===== src/logic/mem_pkg.sv =====
`default_nettype none

package mem_pkg;

	localparam int ADDR_W = 32;
	localparam int DATA_W = 32;
	localparam int STRB_W = 4;
	localparam int WORD_BYTES = 4;

	// Top address byte of the private window
	localparam int PRIV_OFFS_W = 24;
	localparam logic [ADDR_W-PRIV_OFFS_W-1:0] PRIV_TAG = '1;

	typedef logic [ADDR_W-1:0] addr_t;
	typedef logic [DATA_W-1:0] data_t;
	typedef logic [STRB_W-1:0] strb_t;

	// Native memory request, held by the requester until ready
	typedef struct packed {
		logic valid;
		logic instr;
		addr_t addr;
		data_t wdata;
		strb_t wstrb;
	} mem_req_t;

	// One-cycle ready, read data valid alongside it
	typedef struct packed {
		logic ready;
		data_t rdata;
	} mem_rsp_t;

endpackage

`default_nettype wire


===== src/logic/addr_translator.sv =====
`timescale 1ns/100ps
`default_nettype none

module addr_translator #(
	parameter mem_pkg::addr_t REGION_BASE = 32'h0001_0000
) (
	input wire clk,
	input wire resetn,
	input wire mem_pkg::mem_req_t core_req,
	output mem_pkg::mem_rsp_t core_rsp,
	output mem_pkg::mem_req_t bus_req,
	input wire mem_pkg::mem_rsp_t bus_rsp
);

	logic in_window;
	mem_pkg::addr_t relocated;
	logic answered;

	assign in_window = core_req.addr[mem_pkg::ADDR_W-1:mem_pkg::PRIV_OFFS_W] == mem_pkg::PRIV_TAG;
	assign relocated = REGION_BASE + mem_pkg::addr_t'(core_req.addr[mem_pkg::PRIV_OFFS_W-1:0]);

	// Holds off a second bus access until the core drops valid
	always_ff @(posedge clk) begin
		if (!resetn) begin
			answered <= 1'b0;
		end else if (bus_rsp.ready) begin
			answered <= 1'b1;
		end else if (!core_req.valid) begin
			answered <= 1'b0;
		end
	end

	always_ff @(posedge clk) begin
		bus_req.instr <= core_req.instr;
		bus_req.addr <= in_window ? relocated : core_req.addr;
		bus_req.wdata <= core_req.wdata;
		if (!resetn) begin
			bus_req.valid <= 1'b0;
			bus_req.wstrb <= '0;
		end else begin
			bus_req.valid <= core_req.valid && !answered && !bus_rsp.ready;
			bus_req.wstrb <= core_req.wstrb;
		end
	end

	always_ff @(posedge clk) begin
		core_rsp.rdata <= bus_rsp.rdata;
		if (!resetn) begin
			core_rsp.ready <= 1'b0;
		end else begin
			core_rsp.ready <= bus_rsp.ready && core_req.valid;
		end
	end

endmodule

`default_nettype wire


===== src/logic/mem_arbiter.sv =====
`timescale 1ns/100ps
`default_nettype none

module mem_arbiter #(
	parameter int NUM_CLIENTS = 3
) (
	input wire clk,
	input wire resetn,
	input wire mem_pkg::mem_req_t client_req [NUM_CLIENTS],
	output mem_pkg::mem_rsp_t client_rsp [NUM_CLIENTS],
	output mem_pkg::mem_req_t bus_req,
	input wire mem_pkg::mem_rsp_t bus_rsp
);

	localparam int IDX_W = (NUM_CLIENTS > 1) ? $clog2(NUM_CLIENTS) : 1;

	logic [NUM_CLIENTS-1:0] valid_q;
	logic [NUM_CLIENTS-1:0] pending;
	logic [NUM_CLIENTS-1:0] instr_vec;
	logic [NUM_CLIENTS-1:0] fetch_pend;
	logic [NUM_CLIENTS-1:0] candidates;
	logic [IDX_W-1:0] pick;
	logic [IDX_W-1:0] owner;
	logic claimed;
	logic served;

	always_comb begin
		for (int idx = 0; idx < NUM_CLIENTS; idx++) begin
			instr_vec[idx] = client_req[idx].instr;
		end
	end

	// Fetches first, then lowest index
	assign fetch_pend = pending & instr_vec;
	assign candidates = (|fetch_pend) ? fetch_pend : pending;

	always_comb begin
		pick = '0;
		for (int idx = NUM_CLIENTS - 1; idx >= 0; idx--) begin
			if (candidates[idx]) begin
				pick = IDX_W'(idx);
			end
		end
	end

	assign served = claimed && bus_rsp.ready;

	always_ff @(posedge clk) begin
		if (!resetn) begin
			valid_q <= '0;
			pending <= '0;
		end else begin
			for (int idx = 0; idx < NUM_CLIENTS; idx++) begin
				valid_q[idx] <= client_req[idx].valid;
				if (client_req[idx].valid && !valid_q[idx]) begin
					pending[idx] <= 1'b1;
				end else if (!client_req[idx].valid || (served && owner == IDX_W'(idx))) begin
					pending[idx] <= 1'b0;
				end
			end
		end
	end

	always_ff @(posedge clk) begin
		if (!resetn) begin
			claimed <= 1'b0;
			owner <= '0;
		end else if (claimed) begin
			if (bus_rsp.ready) begin
				claimed <= 1'b0;
			end
		end else if (|pending) begin
			claimed <= 1'b1;
			owner <= pick;
		end
	end

	always_ff @(posedge clk) begin
		bus_req.instr <= client_req[owner].instr;
		bus_req.addr <= client_req[owner].addr;
		bus_req.wdata <= client_req[owner].wdata;
		if (!resetn) begin
			bus_req.valid <= 1'b0;
			bus_req.wstrb <= '0;
		end else if (claimed && !bus_rsp.ready) begin
			bus_req.valid <= 1'b1;
			bus_req.wstrb <= client_req[owner].wstrb;
		end else begin
			bus_req.valid <= 1'b0;
			bus_req.wstrb <= '0;
		end
	end

	// Response goes back to the owner only
	always_ff @(posedge clk) begin
		for (int idx = 0; idx < NUM_CLIENTS; idx++) begin
			if (served && owner == IDX_W'(idx)) begin
				client_rsp[idx].rdata <= bus_rsp.rdata;
			end
			if (!resetn) begin
				client_rsp[idx].ready <= 1'b0;
			end else begin
				client_rsp[idx].ready <= served && owner == IDX_W'(idx);
			end
		end
	end

endmodule

`default_nettype wire


===== src/logic/block_mover.sv =====
`timescale 1ns/100ps
`default_nettype none

module block_mover #(
	parameter mem_pkg::addr_t BYTE_COUNT = 32'h0000_0100
) (
	input wire clk,
	input wire resetn,
	input wire start,
	input wire mem_pkg::addr_t src_addr,
	input wire mem_pkg::addr_t dst_addr,
	output logic busy,
	output logic done,
	output mem_pkg::mem_req_t bus_req,
	input wire mem_pkg::mem_rsp_t bus_rsp
);

	typedef enum logic [1:0] {
		ST_IDLE,
		ST_READ,
		ST_WRITE
	} state_t;

	localparam mem_pkg::addr_t STEP = mem_pkg::addr_t'(mem_pkg::WORD_BYTES);

	state_t state;
	logic start_q;
	mem_pkg::addr_t rd_addr;
	mem_pkg::addr_t wr_addr;
	mem_pkg::addr_t remaining;
	mem_pkg::data_t held_word;

	assign busy = state != ST_IDLE;

	always_ff @(posedge clk) begin
		if (!resetn) begin
			start_q <= 1'b0;
		end else begin
			start_q <= start;
		end
	end

	always_ff @(posedge clk) begin
		bus_req.instr <= 1'b0;
		if (!resetn) begin
			state <= ST_IDLE;
			remaining <= '0;
			done <= 1'b0;
			bus_req.valid <= 1'b0;
			bus_req.wstrb <= '0;
		end else begin
			done <= 1'b0;
			bus_req.valid <= 1'b0;
			bus_req.wstrb <= '0;
			case (state)
				ST_IDLE: begin
					if (start && !start_q) begin
						rd_addr <= src_addr;
						wr_addr <= dst_addr;
						remaining <= BYTE_COUNT;
						if (BYTE_COUNT == '0) begin
							done <= 1'b1;
						end else begin
							state <= ST_READ;
						end
					end
				end
				ST_READ: begin
					if (bus_rsp.ready) begin
						held_word <= bus_rsp.rdata;
						rd_addr <= rd_addr + STEP;
						state <= ST_WRITE;
					end else begin
						bus_req.valid <= 1'b1;
						bus_req.addr <= rd_addr;
					end
				end
				ST_WRITE: begin
					if (bus_rsp.ready) begin
						wr_addr <= wr_addr + STEP;
						remaining <= remaining - STEP;
						// Last word written
						if (remaining <= STEP) begin
							state <= ST_IDLE;
							done <= 1'b1;
						end else begin
							state <= ST_READ;
						end
					end else begin
						bus_req.valid <= 1'b1;
						bus_req.addr <= wr_addr;
						bus_req.wdata <= held_word;
						bus_req.wstrb <= '1;
					end
				end
				default: begin
					state <= ST_IDLE;
				end
			endcase
		end
	end

endmodule

`default_nettype wire


===== src/logic/copy_scheduler.sv =====
`timescale 1ns/100ps
`default_nettype none

module copy_scheduler #(
	parameter int NUM_PORTS = 2,
	parameter mem_pkg::addr_t PRIV_BASE = 32'h0001_0000,
	parameter mem_pkg::addr_t PRIV_STRIDE = 32'h0001_0000
) (
	input wire clk,
	input wire resetn,
	input wire [NUM_PORTS-1:0] copy_req,
	output logic [NUM_PORTS-1:0] copy_done,
	output logic start,
	output mem_pkg::addr_t src_addr,
	output mem_pkg::addr_t dst_addr,
	input wire busy,
	input wire done
);

	localparam int IDX_W = (NUM_PORTS > 1) ? $clog2(NUM_PORTS) : 1;

	logic [NUM_PORTS-1:0] copy_req_q;
	logic [NUM_PORTS-1:0] pending;
	logic [IDX_W-1:0] pick;
	logic [IDX_W-1:0] served;
	logic launched;
	logic issue;
	mem_pkg::addr_t region_src;
	mem_pkg::addr_t region_dst;

	always_comb begin
		pick = '0;
		for (int idx = NUM_PORTS - 1; idx >= 0; idx--) begin
			if (pending[idx]) begin
				pick = IDX_W'(idx);
			end
		end
	end

	// The last port copies onto its own region
	assign region_src = PRIV_BASE + PRIV_STRIDE * mem_pkg::addr_t'(pick);
	assign region_dst = (pick == IDX_W'(NUM_PORTS - 1)) ? region_src : region_src + PRIV_STRIDE;

	assign issue = (|pending) && !busy && !launched;

	always_ff @(posedge clk) begin
		if (!resetn) begin
			copy_req_q <= '0;
			pending <= '0;
			copy_done <= '0;
		end else begin
			copy_req_q <= copy_req;
			for (int idx = 0; idx < NUM_PORTS; idx++) begin
				if (copy_req[idx] && !copy_req_q[idx]) begin
					pending[idx] <= 1'b1;
				end else if (issue && pick == IDX_W'(idx)) begin
					pending[idx] <= 1'b0;
				end
				if (done && served == IDX_W'(idx)) begin
					copy_done[idx] <= 1'b1;
				end else if (!copy_req[idx]) begin
					copy_done[idx] <= 1'b0;
				end
			end
		end
	end

	always_ff @(posedge clk) begin
		if (!resetn) begin
			start <= 1'b0;
			launched <= 1'b0;
			served <= '0;
		end else begin
			start <= issue;
			if (issue) begin
				launched <= 1'b1;
				served <= pick;
				src_addr <= region_src;
				dst_addr <= region_dst;
			end else if (done) begin
				launched <= 1'b0;
			end
		end
	end

endmodule

`default_nettype wire


===== src/logic/shared_mem_subsys.sv =====
`timescale 1ns/100ps
`default_nettype none

module shared_mem_subsys #(
	parameter int NUM_PORTS = 2,
	parameter mem_pkg::addr_t PRIV_BASE = 32'h0001_0000,
	parameter mem_pkg::addr_t PRIV_STRIDE = 32'h0001_0000,
	parameter mem_pkg::addr_t PRIV_LEN = 32'h0000_0100
) (
	input wire clk,
	input wire resetn,
	input wire mem_pkg::mem_req_t port_req [NUM_PORTS],
	output wire mem_pkg::mem_rsp_t port_rsp [NUM_PORTS],
	input wire [NUM_PORTS-1:0] copy_req,
	output wire [NUM_PORTS-1:0] copy_done,
	output wire mem_pkg::mem_req_t mem_req,
	input wire mem_pkg::mem_rsp_t mem_rsp
);

	// Last arbiter slot belongs to the block mover
	wire mem_pkg::mem_req_t xlat_req [NUM_PORTS+1];
	wire mem_pkg::mem_rsp_t xlat_rsp [NUM_PORTS+1];

	wire mover_start;
	wire mem_pkg::addr_t mover_src;
	wire mem_pkg::addr_t mover_dst;
	wire mover_busy;
	wire mover_done;

	for (genvar i = 0; i < NUM_PORTS; i++) begin : g_port
		addr_translator #(
			.REGION_BASE(PRIV_BASE + PRIV_STRIDE * mem_pkg::addr_t'(i))
		) i_xlat (
			.clk     (clk),
			.resetn  (resetn),
			.core_req(port_req[i]),
			.core_rsp(port_rsp[i]),
			.bus_req (xlat_req[i]),
			.bus_rsp (xlat_rsp[i])
		);
	end

	copy_scheduler #(
		.NUM_PORTS  (NUM_PORTS),
		.PRIV_BASE  (PRIV_BASE),
		.PRIV_STRIDE(PRIV_STRIDE)
	) i_sched (
		.clk      (clk),
		.resetn   (resetn),
		.copy_req (copy_req),
		.copy_done(copy_done),
		.start    (mover_start),
		.src_addr (mover_src),
		.dst_addr (mover_dst),
		.busy     (mover_busy),
		.done     (mover_done)
	);

	block_mover #(
		.BYTE_COUNT(PRIV_LEN)
	) i_mover (
		.clk     (clk),
		.resetn  (resetn),
		.start   (mover_start),
		.src_addr(mover_src),
		.dst_addr(mover_dst),
		.busy    (mover_busy),
		.done    (mover_done),
		.bus_req (xlat_req[NUM_PORTS]),
		.bus_rsp (xlat_rsp[NUM_PORTS])
	);

	mem_arbiter #(
		.NUM_CLIENTS(NUM_PORTS + 1)
	) i_arb (
		.clk       (clk),
		.resetn    (resetn),
		.client_req(xlat_req),
		.client_rsp(xlat_rsp),
		.bus_req   (mem_req),
		.bus_rsp   (mem_rsp)
	);

endmodule

`default_nettype wire


===== config.mk =====
export PLATFORM = sky130hd
export DESIGN_NAME = shared_mem_subsys
export DESIGN_NICKNAME = d
export VERILOG_FILES = /design/src/logic/mem_pkg.sv /design/src/logic/addr_translator.sv /design/src/logic/mem_arbiter.sv /design/src/logic/block_mover.sv /design/src/logic/copy_scheduler.sv /design/src/logic/shared_mem_subsys.sv
export SDC_FILE = /design/constraint.sdc
export NUM_CORES = 1
export LEC_CHECK = 0
export ABC_AREA = 1
export BUFFER_PORTS_ARGS = -buffer_cell sky130_fd_sc_hd__buf_2
export CELL_PAD_IN_SITES_DETAIL_PLACEMENT = 0
export CELL_PAD_IN_SITES_GLOBAL_PLACEMENT = 1
export CORE_AREA = 2 2 241 243
export DETAILED_ROUTE_END_ITERATION = 7
export DIE_AREA = 0 0 243 245
export GPL_ROUTABILITY_DRIVEN = 0
export PLACE_DENSITY = 0.75
export SYNTH_ARGS = -nofsm -noshare
export SYNTH_HDL_FRONTEND = slang
export SYNTH_SLANG_ARGS = --single-unit
export TNS_END_PERCENT = 10

===== constraint.sdc =====
create_clock -name clk -period 5.4 [get_ports clk]
set_input_delay 1.08 -clock clk [delete_from_list [all_inputs] [get_ports clk]]
set_output_delay 1.08 -clock clk [all_outputs]
set_load 0.02 [all_outputs]

### After elaboration in Yosys (flattened, before gate mapping)

Cells that the tools add are included.

* output and inout port bits: 138
* input port bits: 177
* word-level logic and storage cells: 210
* register bits after elaboration: 660

* reductions and logical operators: 71
* eq/ne operators: 15
* magnitude comparators: 2
* muxes and demuxes: 55
* $add $sub $neg: 7
* bitwise operators: 6

Operator list (number)
* $mux W32: 10
* $pmux W32 S2: 4
* $bmux W70 S2: 1
* $mux W69: 2
* $mux W68: 1
* $add A32 B3 Y32 const B: 2
* $add A32 B17 Y32 const B: 1
* $le A32 B3 Y1 const B: 1
* $sub A32 B3 Y32 const B: 1
* $mux W1: 29
* $add A17 B24 Y25 const A: 1
* $add A18 B24 Y25 const A: 1
* $logic_and A1 B1 Y1: 23
* $reduce_bool A2 Y1: 10
* $add A17 B17 Y18 const A: 1
* $eq A8 B8 Y1 const B: 2
* $logic_not A1 Y1: 16
* $reduce_and A3 Y1: 5
* $ne A2 B1 Y1 const B: 7
* $mux W2: 6
* $reduce_and A4 Y1: 3
* $reduce_and A2 Y1: 5
* $pmux W2 S3: 1
* $reduce_or A3 Y1: 2
* 11 further kinds: 21

### Depth between registers and ports, before layout

Gate-level depths: netlist of run 1.

* word-level depth: 7
* gate-level depth with buffers: 12
* mapped depth without buffers: 11

### Modules after synthesis

From an unflattened synthesis of run 1, not the netlist that was laid out.

* cells, all modules: 2070
* area total of the unflattened synthesis: 21413.0 µm²

By module, submodules not included
* block_mover: cells each 1047, seq. area each 5525.3 µm², area an instance 9557.9 µm², instances 1
* mem_arbiter: cells each 536, seq. area each 4524.3 µm², area an instance 6025.8 µm², instances 1
* addr_translator at g_port[0].i_xlat: cells each 199, seq. area each 2082.0 µm², area an instance 2522.4 µm², instances 1
* addr_translator at g_port[1].i_xlat: cells each 185, seq. area each 2082.0 µm², area an instance 2446.1 µm², instances 1
* copy_scheduler: cells each 103, seq. area each 240.2 µm², area an instance 860.8 µm², instances 1

### Worst setup path before layout of run 1

Ideal clock, no wire load.

* kind: input port to flip-flop
* from: input resetn
* to: register i_mover.rd_addr[10] (enable)
* arrival: 3904 ps
* buffers on the path: 2
* setup time: 463 ps
* required time: 4937 ps
* stages: 4
* setup slack: 1033 ps
* cells stage by stage: clkbuf_1 > clkbuf_1 > nand2_1 > a211oi_1

* longest elaborated chain between the ends: 1

Ends and longest elaborated chain
* start, declared: RTL line shared_mem_subsys.sv:11 `input wire resetn,`
* $reduce_and A4 Y1 (no source line)
* end signal, assigned: RTL line block_mover.sv:58 `rd_addr <= src_addr;`
* end signal, assigned: RTL line block_mover.sv:71 `rd_addr <= rd_addr + STEP;`
* end, declared: RTL line block_mover.sv:28 `mem_pkg::addr_t rd_addr;`

Every way passes these cells.
A chain may end at the register's enable or synchronous reset.

### Final worst setup path of run 1

* from: register i_mover.state[0]
* to: register i_mover.remaining[15]

* longest elaborated chain between the ends: 3
* elaborated cells on any way between the ends: 7
* classes of those cells: eq/ne (3); mux (1); reduce/logical (3)

Ends and longest elaborated chain
* start, declared: RTL line block_mover.sv:26 `state_t state;`
* start signal, assigned: RTL line block_mover.sv:46 `state <= ST_IDLE;`
* start signal, assigned: RTL line block_mover.sv:64 `state <= ST_READ;`
* start signal, assigned: RTL line block_mover.sv:72 `state <= ST_WRITE;`
* $eq A2 B2 Y1 / $logic_not A2 Y1 (equally long branches): RTL line block_mover.sv:55 `case (state)`
* $ne A2 B1 Y1 (no source line) / $reduce_bool A2 Y1 (equally long branches)
* $reduce_and A3 Y1 (no source line)
* end signal, assigned: RTL line block_mover.sv:81 `remaining <= remaining - STEP;`
* end, declared: RTL line block_mover.sv:30 `mem_pkg::addr_t remaining;`

Parallel ways exist; a longest one is shown, timed or not.

==> impl_metrics.sql, run 1 <==
INSERT INTO impl_metrics (metric_group, metric, value, unit) VALUES
('placed_design', 'place_inst', '2810', ''),
('critical_path', 'crit_path_launch_type', 'flop', ''),
('timing', 'slew_violations', '0', ''),
('floorplan', 'fp.dieArea', '0.05954', 'sq mm'),
('timing', 'setup_viol_count_final', '0', ''),
('critical_path', 'cp.arrival', '3.74', 'ns'),
('synth', 'synthMuxAreaShare', '0', '%'),
('grt', 'grt_start_max_net_pins', '69', ''),
('power_and_ir_drop', 'total_power', '11.28', 'mW'),
('power_and_ir_drop', 'vdd.ir_drop.worst', '0.2698', 'mV'),
('synth', 'synth-compound-area-share', '6.896', '%'),
('critical_path', 'critical_path_buf_inv_count', '4', ''),
('routing', 'routed_via_density', '4.571', ''),
('cells_and_area', 'multi_input_comb_area', '0.004646', 'sq mm'),
('timing', 'setup_tns_after_final_layout', '0', 'ns'),
('synth', 'synth.most_common_cell', 'sky130_fd_sc_hd__nand2_1', ''),
('routing', 'detailedRoute.firstPassIterationCount', '5', ''),
('timing', 'timing_worst_slew_pin_value', '1.191', 'ns'),
('floorplan', 'core', '0.05703', 'sq mm'),
('synth', 'ys.flop_type', 'sky130_fd_sc_hd__dfxtp_1', ''),
('synth', 'yosysTopAreaCellShare', '38.45', '%'),
('cells_and_area', 'fin_nets', '2293', ''),
('critical_path', 'crit_path_max_fanout', '47', ''),
('synth', 'synth_top_cell_by_area', 'sky130_fd_sc_hd__edfxtp_1', ''),
('synth', 'yosys_warnings', '0', ''),
('cells_and_area', 'sequential_cell_area', '0.01430', 'sq mm'),
('synth', 'synth_area_in_xor_xnor', '0.6649', '%'),
('critical_path', 'critical_path.top_delay_family', 'simple AND/OR/NAND/NOR gates', ''),
('power_and_ir_drop', 'power.static_leakage', '10.06', 'nW'),
('clock_tree', 'tritoncts.num_buffers', '59', ''),
('synth', 'ys_ff_latch', '588', ''),
('grt', 'globalRouteOverflowTotal', '0', ''),
('flow_run', 'timing.max_cap.violations', '0', ''),
('cells_and_area', 'drive_above_1_share', '21.14', '%'),
('grt', 'grt_first_pass_wirelength', '72.77', 'mm'),
('floorplan', 'start_util', '34.64', '%'),
('clock_tree', 'post-cts-setup-buffer-count', '0', ''),
('floorplan', 'num_io_pins', '315', ''),
('power_and_ir_drop', 'pwr_density_cell', '464.9', 'mW/mm^2'),
('synth', 'syn_inst', '1766', ''),
('synth', 'cell_area_after_synthesis', '0.01976', 'sq mm'),
('synth', 'synth.net_count', '1953', ''),
('synth', 'synth.cells.most_frequent', 'sky130_fd_sc_hd__nand2_1, sky130_fd_sc_hd__dfxtp_1, sky130_fd_sc_hd__edfxtp_1', ''),
('timing', 'setup_repair_after_global_routing_missed_its_margin', 'false', ''),
('critical_path', 'crit_path_cell_trace', 'inv_1 -> ha_1 -> buf_4 -> nand2_2 -> nand3b_4 -> inv_2 -> nand2_2 -> nand2_2 -> inv_2 -> o21ai_0 -> a21oi_1', ''),
('clock_tree', 'clk_latency_worst_skew_pair', '0.64', 'ns'),
('clock_tree', 'cts-root-to-sink-buffers', '3', ''),
('grt', 'first_global_vias', '13250', ''),
('critical_path', 'timing.setup.critical_path_class', 'reg -> reg', ''),
('placed_design', 'detailedPlacementHpwl', '33.89', 'mm'),
('timing', 'slew_headroom', '20.44', '%'),
('timing', 'post-route-period-util', '59.58', '%'),
('routing', 'post_drt_wl_per_cell', '16.28', 'um'),
('routing', 'drc', '0', ''),
('clock_tree', 'clk_pin_slew_worst_paths', '0.06', 'ns'),
('outcome', 'outcome', 'finished clean', ''),
('synth', 'synth_cell_types', '45', ''),
('grt', 'gr-usage-all-layers', '15.53', '%'),
('routing', 'route.vias.total', '13370', ''),
('synth', 'syn-mean-instance-area', '11.19', 'sq um'),
('hold_path', 'hold_depth', '0', ''),
('timing', 'finClkSkew', '0.05873', 'ns'),
('critical_path', 'worst_reg_to_reg_path_cell_count', '11', ''),
('critical_path', 'critical_path_required', '5.92', 'ns'),
('clock_tree', 'cts.sinks', '588', ''),
('critical_path', 'slowest_delay', '0.62', 'ns'),
('synth', 'yosys.area_share.adder', '0.6332', '%'),
('floorplan', 'rows', '88', ''),
('floorplan', 'die_span_in_y', '245', 'um'),
('cells_and_area', 'final-instance-count-excl-fill', '2924', ''),
('cells_and_area', 'design_area', '0.02425', 'sq mm');
[metal layers]
| metal | GRT usage [%] | part of all wire (%) | vias to the layer above |
|---|---|---|---|
| li1 | - | - | 6597 |
| met1 | 19.71 | 42 | 6324 |
| met2 | 26.89 | 50 | 365 |
| met3 | 2.755 | 5.2 | 79 |
| met4 | 4.980 | 2.5 | 0 |
| met5 | 0 | 0 | - |
[through the flow]
stage	hold WS [ns]	worst slack, ns	util [%]
after global placement	0.3245	1.957	38.97
after global routing	0.3273	1.858	42.52
after detailed placement	0.3269	1.921	38.97
after CTS	0.3278	2.185	42.51
final	0.3254	2.183	42.52
after floorplan	0.3233	1.033	-
[cell usage in the layout, fill, tap and decap left out, drive strengths merged]
cell and instances:
nand2 388, dfxtp 335, buf 322, edfxtp 253
inv 185, nor2 173, clkbuf 84, a21oi 69
nand3 65, a22oi 57, o21ai 54, nor3 44
o22ai 26, nand4 19, clkinv 19, xor2 10
ha 10, nor4 6, xnor2 5, a31oi 5
bufinv 5, a22o 4, o31ai 3, diode 2
o21bai 2, a32o 2, clkinvlp 2, nand3b 2
or2 2, a211oi 1, o21a 1, nor3b 1
a41oi 1, o32ai 1, conb 1
[flip-flops by register name, summed over array words and instances (netlist names), 32 cells and up]
register	count
g_port.i_xlat.core_rsp	66
i_arb.client_rsp	99
i_arb.bus_req	70
i_mover.bus_req	65
i_mover.held_word	32
g_port.i_xlat.bus_req	140
[layout make-up]
type | count | share of cell area [%]
antenna | 2 | 0.02064
clock buffer | 84 | 6.887
clock inverter | 28 | 1.455
inverter | 183 | 2.832
multi-input combinational | 952 | 19.15
sequential | 588 | 58.98
tap | 765 | 3.947
timing repair buffer | 322 | 6.727
[kinds of logic after synthesis]
logic type	after synthesis
buffers and inverters	226
and+or+nand+nor	700
AOI/OAI and AO/OA	226
other	1
DFF	588
xor gates and xnor gates	15
adders and majority gates	10
[worst reg2reg max path, stage by stage, from the launching register on]
cell and delay, ns:
sky130_fd_sc_hd__dfxtp_1 0.34, sky130_fd_sc_hd__inv_1 0.09, sky130_fd_sc_hd__ha_1 0.15, sky130_fd_sc_hd__buf_4 0.44
sky130_fd_sc_hd__nand2_2 0.62, sky130_fd_sc_hd__nand3b_4 0.50, sky130_fd_sc_hd__inv_2 0.12, sky130_fd_sc_hd__nand2_2 0.10
sky130_fd_sc_hd__nand2_2 0.12, sky130_fd_sc_hd__inv_2 0.34, sky130_fd_sc_hd__o21ai_0 0.16, sky130_fd_sc_hd__a21oi_1 0.13
[worst paths after layout]
| check | from | endpoint | slack (ns) |
|---|---|---|---|
| max reg2reg | i_mover.state[0]$_SDFFE_PN0P_ | i_mover.remaining[15]$_SDFFE_PN0P_ | 2.18 |
| max | i_mover.state[0]$_SDFFE_PN0P_ | i_mover.remaining[15]$_SDFFE_PN0P_ | 2.18 |
| min reg2reg | i_arb.client_rsp[87]$_DFFE_PP_ | g_port[0].i_xlat.core_rsp[21]$_DFF_P_ | 0.33 |
| min | i_arb.client_rsp[87]$_DFFE_PP_ | g_port[0].i_xlat.core_rsp[21]$_DFF_P_ | 0.33 |
[where the power goes]
group	switching (mW)	internal (mW)	leakage, nW
registers	0.218	5.06	5.11
clock network	1.73	2.42	0.985
logic	1.29	0.562	3.97
Note: power is estimated with default switching activity, not from simulation.
==> inputs of run 2 (changes only) <==
==> constraint.sdc (replaced) <==
create_clock -name clk -period 3.09 [get_ports clk]
set_input_delay 0.618 -clock clk [delete_from_list [all_inputs] [get_ports clk]]
set_output_delay 0.618 -clock clk [all_outputs]
set_load 0.02 [all_outputs]
==> run 2 against run 1 <==
  * Die area unchanged
  * Sequential power increased by 75%
  * Combinational power increased by 76%
  * Final area increased by 0.42%
  * Cell count increased by 0.34%
  * Worst setup slack got worse by 1.3 ns
  * Global-route usage increased by 0.12 points
  * Total power increased by 75%
  * First-iteration DRC count decreased by 3.6%
  * Core utilization increased by 0.18 points
  * Critical path type unchanged
  * Largest cell class unchanged
==> impl_metrics.sql, run 2 (synthesized netlist as in run 1, its figures left out) <==
INSERT INTO impl_metrics (metric_group, metric, value, unit) VALUES
('outcome', 'outcome', 'finished clean', ''),
('timing', 'timing_worst_slew_pin_value', '0.7341', 'ns'),
('placed_design', 'place_ws', '0.8347', 'ns'),
('clock_tree', 'clk_latency_worst_skew_pair', '0.63', 'ns'),
('cells_and_area', 'drive_above_1_share', '21.46', '%'),
('cells_and_area', 'most_common_library_cell_in_the_layout_ignoring_fill_and_taps', 'sky130_fd_sc_hd__nand2_1', ''),
('grt', 'grt_start_max_net_pins', '69', ''),
('timing', 'finalHoldViolCount', '0', ''),
('floorplan', 'rows', '88', ''),
('floorplan', 'start_util', '34.64', '%'),
('grt', 'grt_first_pass_wirelength', '73.65', 'mm'),
('routing', 'final_antenna_net_count', '0', ''),
('routing', 'routed_wirelength', '47.61', 'mm'),
('floorplan', 'die_span_in_y', '245', 'um'),
('timing', 'setup_repair_after_global_routing_missed_its_margin', 'false', ''),
('placed_design', 'buffer_ports.inserted', '314', ''),
('cells_and_area', 'areaGrowthSynthToFinish', '23.26', '%'),
('critical_path', 'crit_path_max_fanout', '22', ''),
('timing', 'final.hold.worst_slack', '0.07944', 'ns'),
('floorplan', 'fp.dieArea', '0.05954', 'sq mm'),
('clock_tree', 'root_buffer', 'sky130_fd_sc_hd__clkbuf_16', ''),
('clock_tree', 'maximum_level_of_the_cts_h_tree', '2', ''),
('routing', 'met1Wirelength', '20.36', 'mm'),
('timing', 'setup_viol_count_final', '0', ''),
('timing', 'slew_headroom', '50.68', '%'),
('clock_tree', 'tritoncts.num_buffers', '60', ''),
('power_and_ir_drop', 'pwr_density_cell', '811.3', 'mW/mm^2'),
('critical_path', 'setup.worst_path.end_class', 'flop', ''),
('cells_and_area', 'max_flop_register', 'g_port.i_xlat.bus_req', ''),
('grt', 'gr-usage-all-layers', '15.65', '%'),
('floorplan', 'num_io_pins', '315', ''),
('routing', 'met3_routed_wl', '2.640', 'mm'),
('grt', 'grt_antenna_before_repair', '3', ''),
('flow_run', 'timing.max_cap.violations', '0', ''),
('routing', 'top_layer', 'met5', ''),
('clock_tree', 'post_cts.resized_instances', '0', ''),
('power_and_ir_drop', 'vdd.ir_drop.worst', '0.5023', 'mV'),
('cells_and_area', 'reg.largest.list', 'g_port.i_xlat.bus_req (140), i_arb.client_rsp (99), i_arb.bus_req (70)', ''),
('routing', 'route.vias.total', '13480', ''),
('critical_path', 'crit_path_launch_type', 'flop', ''),
('floorplan', 'die_w', '243', 'um'),
('timing', 'slew_violations', '0', ''),
('cells_and_area', 'fill_cells', '5511', ''),
('critical_path', 'timing.setup.critical_path_class', 'reg -> reg', ''),
('critical_path', 'critical_path_required', '3.60', 'ns'),
('placed_design', 'detailedPlacementHpwl', '34.01', 'mm'),
('critical_path', 'cp.arrival', '2.75', 'ns'),
('grt', 'first_global_vias', '13290', ''),
('routing', 'initialDrtViolationCount', '862', ''),
('timing', 'post-route-period-util', '72.41', '%'),
('cells_and_area', 'final-instance-count-excl-fill', '2934', ''),
('cells_and_area', 'fin_nets', '2303', ''),
('power_and_ir_drop', 'total_power', '19.76', 'mW'),
('cells_and_area', 'layout_common_cells', 'sky130_fd_sc_hd__nand2_1, sky130_fd_sc_hd__dfxtp_1, sky130_fd_sc_hd__buf_2', ''),
('clock_tree', 'cts-root-to-sink-buffers', '3', ''),
('timing', 'final_critical_path_setup_slack', '0.8525', 'ns'),
('routing', 'detailedRoute.firstPassIterationCount', '7', ''),
('grt', 'globalRouteOverflowTotal', '0', ''),
('routing', 'drc', '0', ''),
('routing', 'met2_wirelength_from_detailed_routing', '23.45', 'mm'),
('clock_tree', 'clk_pin_slew_worst_paths', '0.06', 'ns'),
('timing', 'max_freq', '446.9', 'MHz'),
('routing', 'routed_via_density', '4.595', ''),
('clock_tree', 'post-cts-setup-buffer-count', '0', ''),
('clock_tree', 'cts_hold_buffers', '0', ''),
('floorplan', 'core', '0.05703', 'sq mm'),
('placed_design', 'place_inst', '2819', ''),
('clock_tree', 'cts.sinks', '588', ''),
('cells_and_area', 'largest_register_ffs', '140', ''),
('timing', 'timing.final.crit_period', '2.237', 'ns'),
('timing', 'setup_tns_after_final_layout', '0', 'ns'),
('clock_tree', 'cts_tree', 'yes', ''),
('hold_path', 'path_type_of_the_worst_min_delay_path', 'in -> reg', ''),
('power_and_ir_drop', 'power.static_leakage', '10.12', 'nW'),
('routing', 'post_drt_wl_per_cell', '16.23', 'um'),
('timing', 'finClkSkew', '0.05482', 'ns');
[run 2: cell types whose count changed in the layout (fill, tap and decap cells not counted), sizes merged]
cell / change
buf: +9
clkbuf: -4
clkinv: +4
clkinvlp: +3
inv: -2
[run 2: metal layers]
layer	global-route usage [%]	vias to the layer above
met1	20.10	6398
met2	26.84	362
li1	-	6635
met3	3.072	83
met5	0	-
met4	4.493	4
[run 2: path summary, 6_finish.rpt]
path | start | endpoint | slack, ns | cells past startpoint
max | i_mover.state[0]$_SDFFE_PN0P_ | i_mover.remaining[7]$_SDFFE_PN0P_ | 0.85 | 10
min | port_req[25] | g_port[1].i_xlat.bus_req[25]$_DFF_P_ | 0.08 | 1
max reg2reg | i_mover.state[0]$_SDFFE_PN0P_ | i_mover.remaining[7]$_SDFFE_PN0P_ | 0.85 | 10
min reg2reg | i_arb.client_rsp[96]$_DFFE_PP_ | g_port[0].i_xlat.core_rsp[30]$_DFF_P_ | 0.29 | 0
[run 2: critical path, cell delays in order, from the launching register on]
cell and delay [ns]:
sky130_fd_sc_hd__dfxtp_1 0.38, sky130_fd_sc_hd__inv_1 0.08, sky130_fd_sc_hd__ha_1 0.26, sky130_fd_sc_hd__nor2_1 0.13
sky130_fd_sc_hd__nand3b_4 0.32, sky130_fd_sc_hd__inv_2 0.11, sky130_fd_sc_hd__nand2_2 0.09, sky130_fd_sc_hd__nand2_2 0.10
sky130_fd_sc_hd__inv_2 0.32, sky130_fd_sc_hd__o21ai_0 0.16, sky130_fd_sc_hd__a21oi_1 0.15
[run 2: cell type report]
| type | instances | area, sq um | area share [%] |
|---|---|---|---|
| Antenna cell | 2 | 5.005 | 0.02055 |
| Inverter | 183 | 686.9 | 2.820 |
| Tap cell | 765 | 957.2 | 3.930 |
| Multi-Input combinational cell | 952 | 4646 | 19.08 |
| Clock buffer | 80 | 1700 | 6.982 |
| Timing Repair Buffer | 331 | 1724 | 7.079 |
| Sequential cell | 588 | 14300 | 58.73 |
| Clock inverter | 33 | 331.6 | 1.361 |
[run 2: power breakdown]
part,total [mW],leakage (nW),switching [mW],internal [mW]
clock network,7.29,0.986,3.00,4.29
logic,3.25,4.02,2.26,0.993
registers,9.22,5.11,0.378,8.84
[run 2: through the flow]
stage                     instance area (sq um)  util [%]
after floorplan                           19760         -
after global placement                    22320     39.13
after detailed placement                  22320     39.13
after CTS                                 24350     42.69
after global routing                      24350     42.70
final                                     24350     42.70
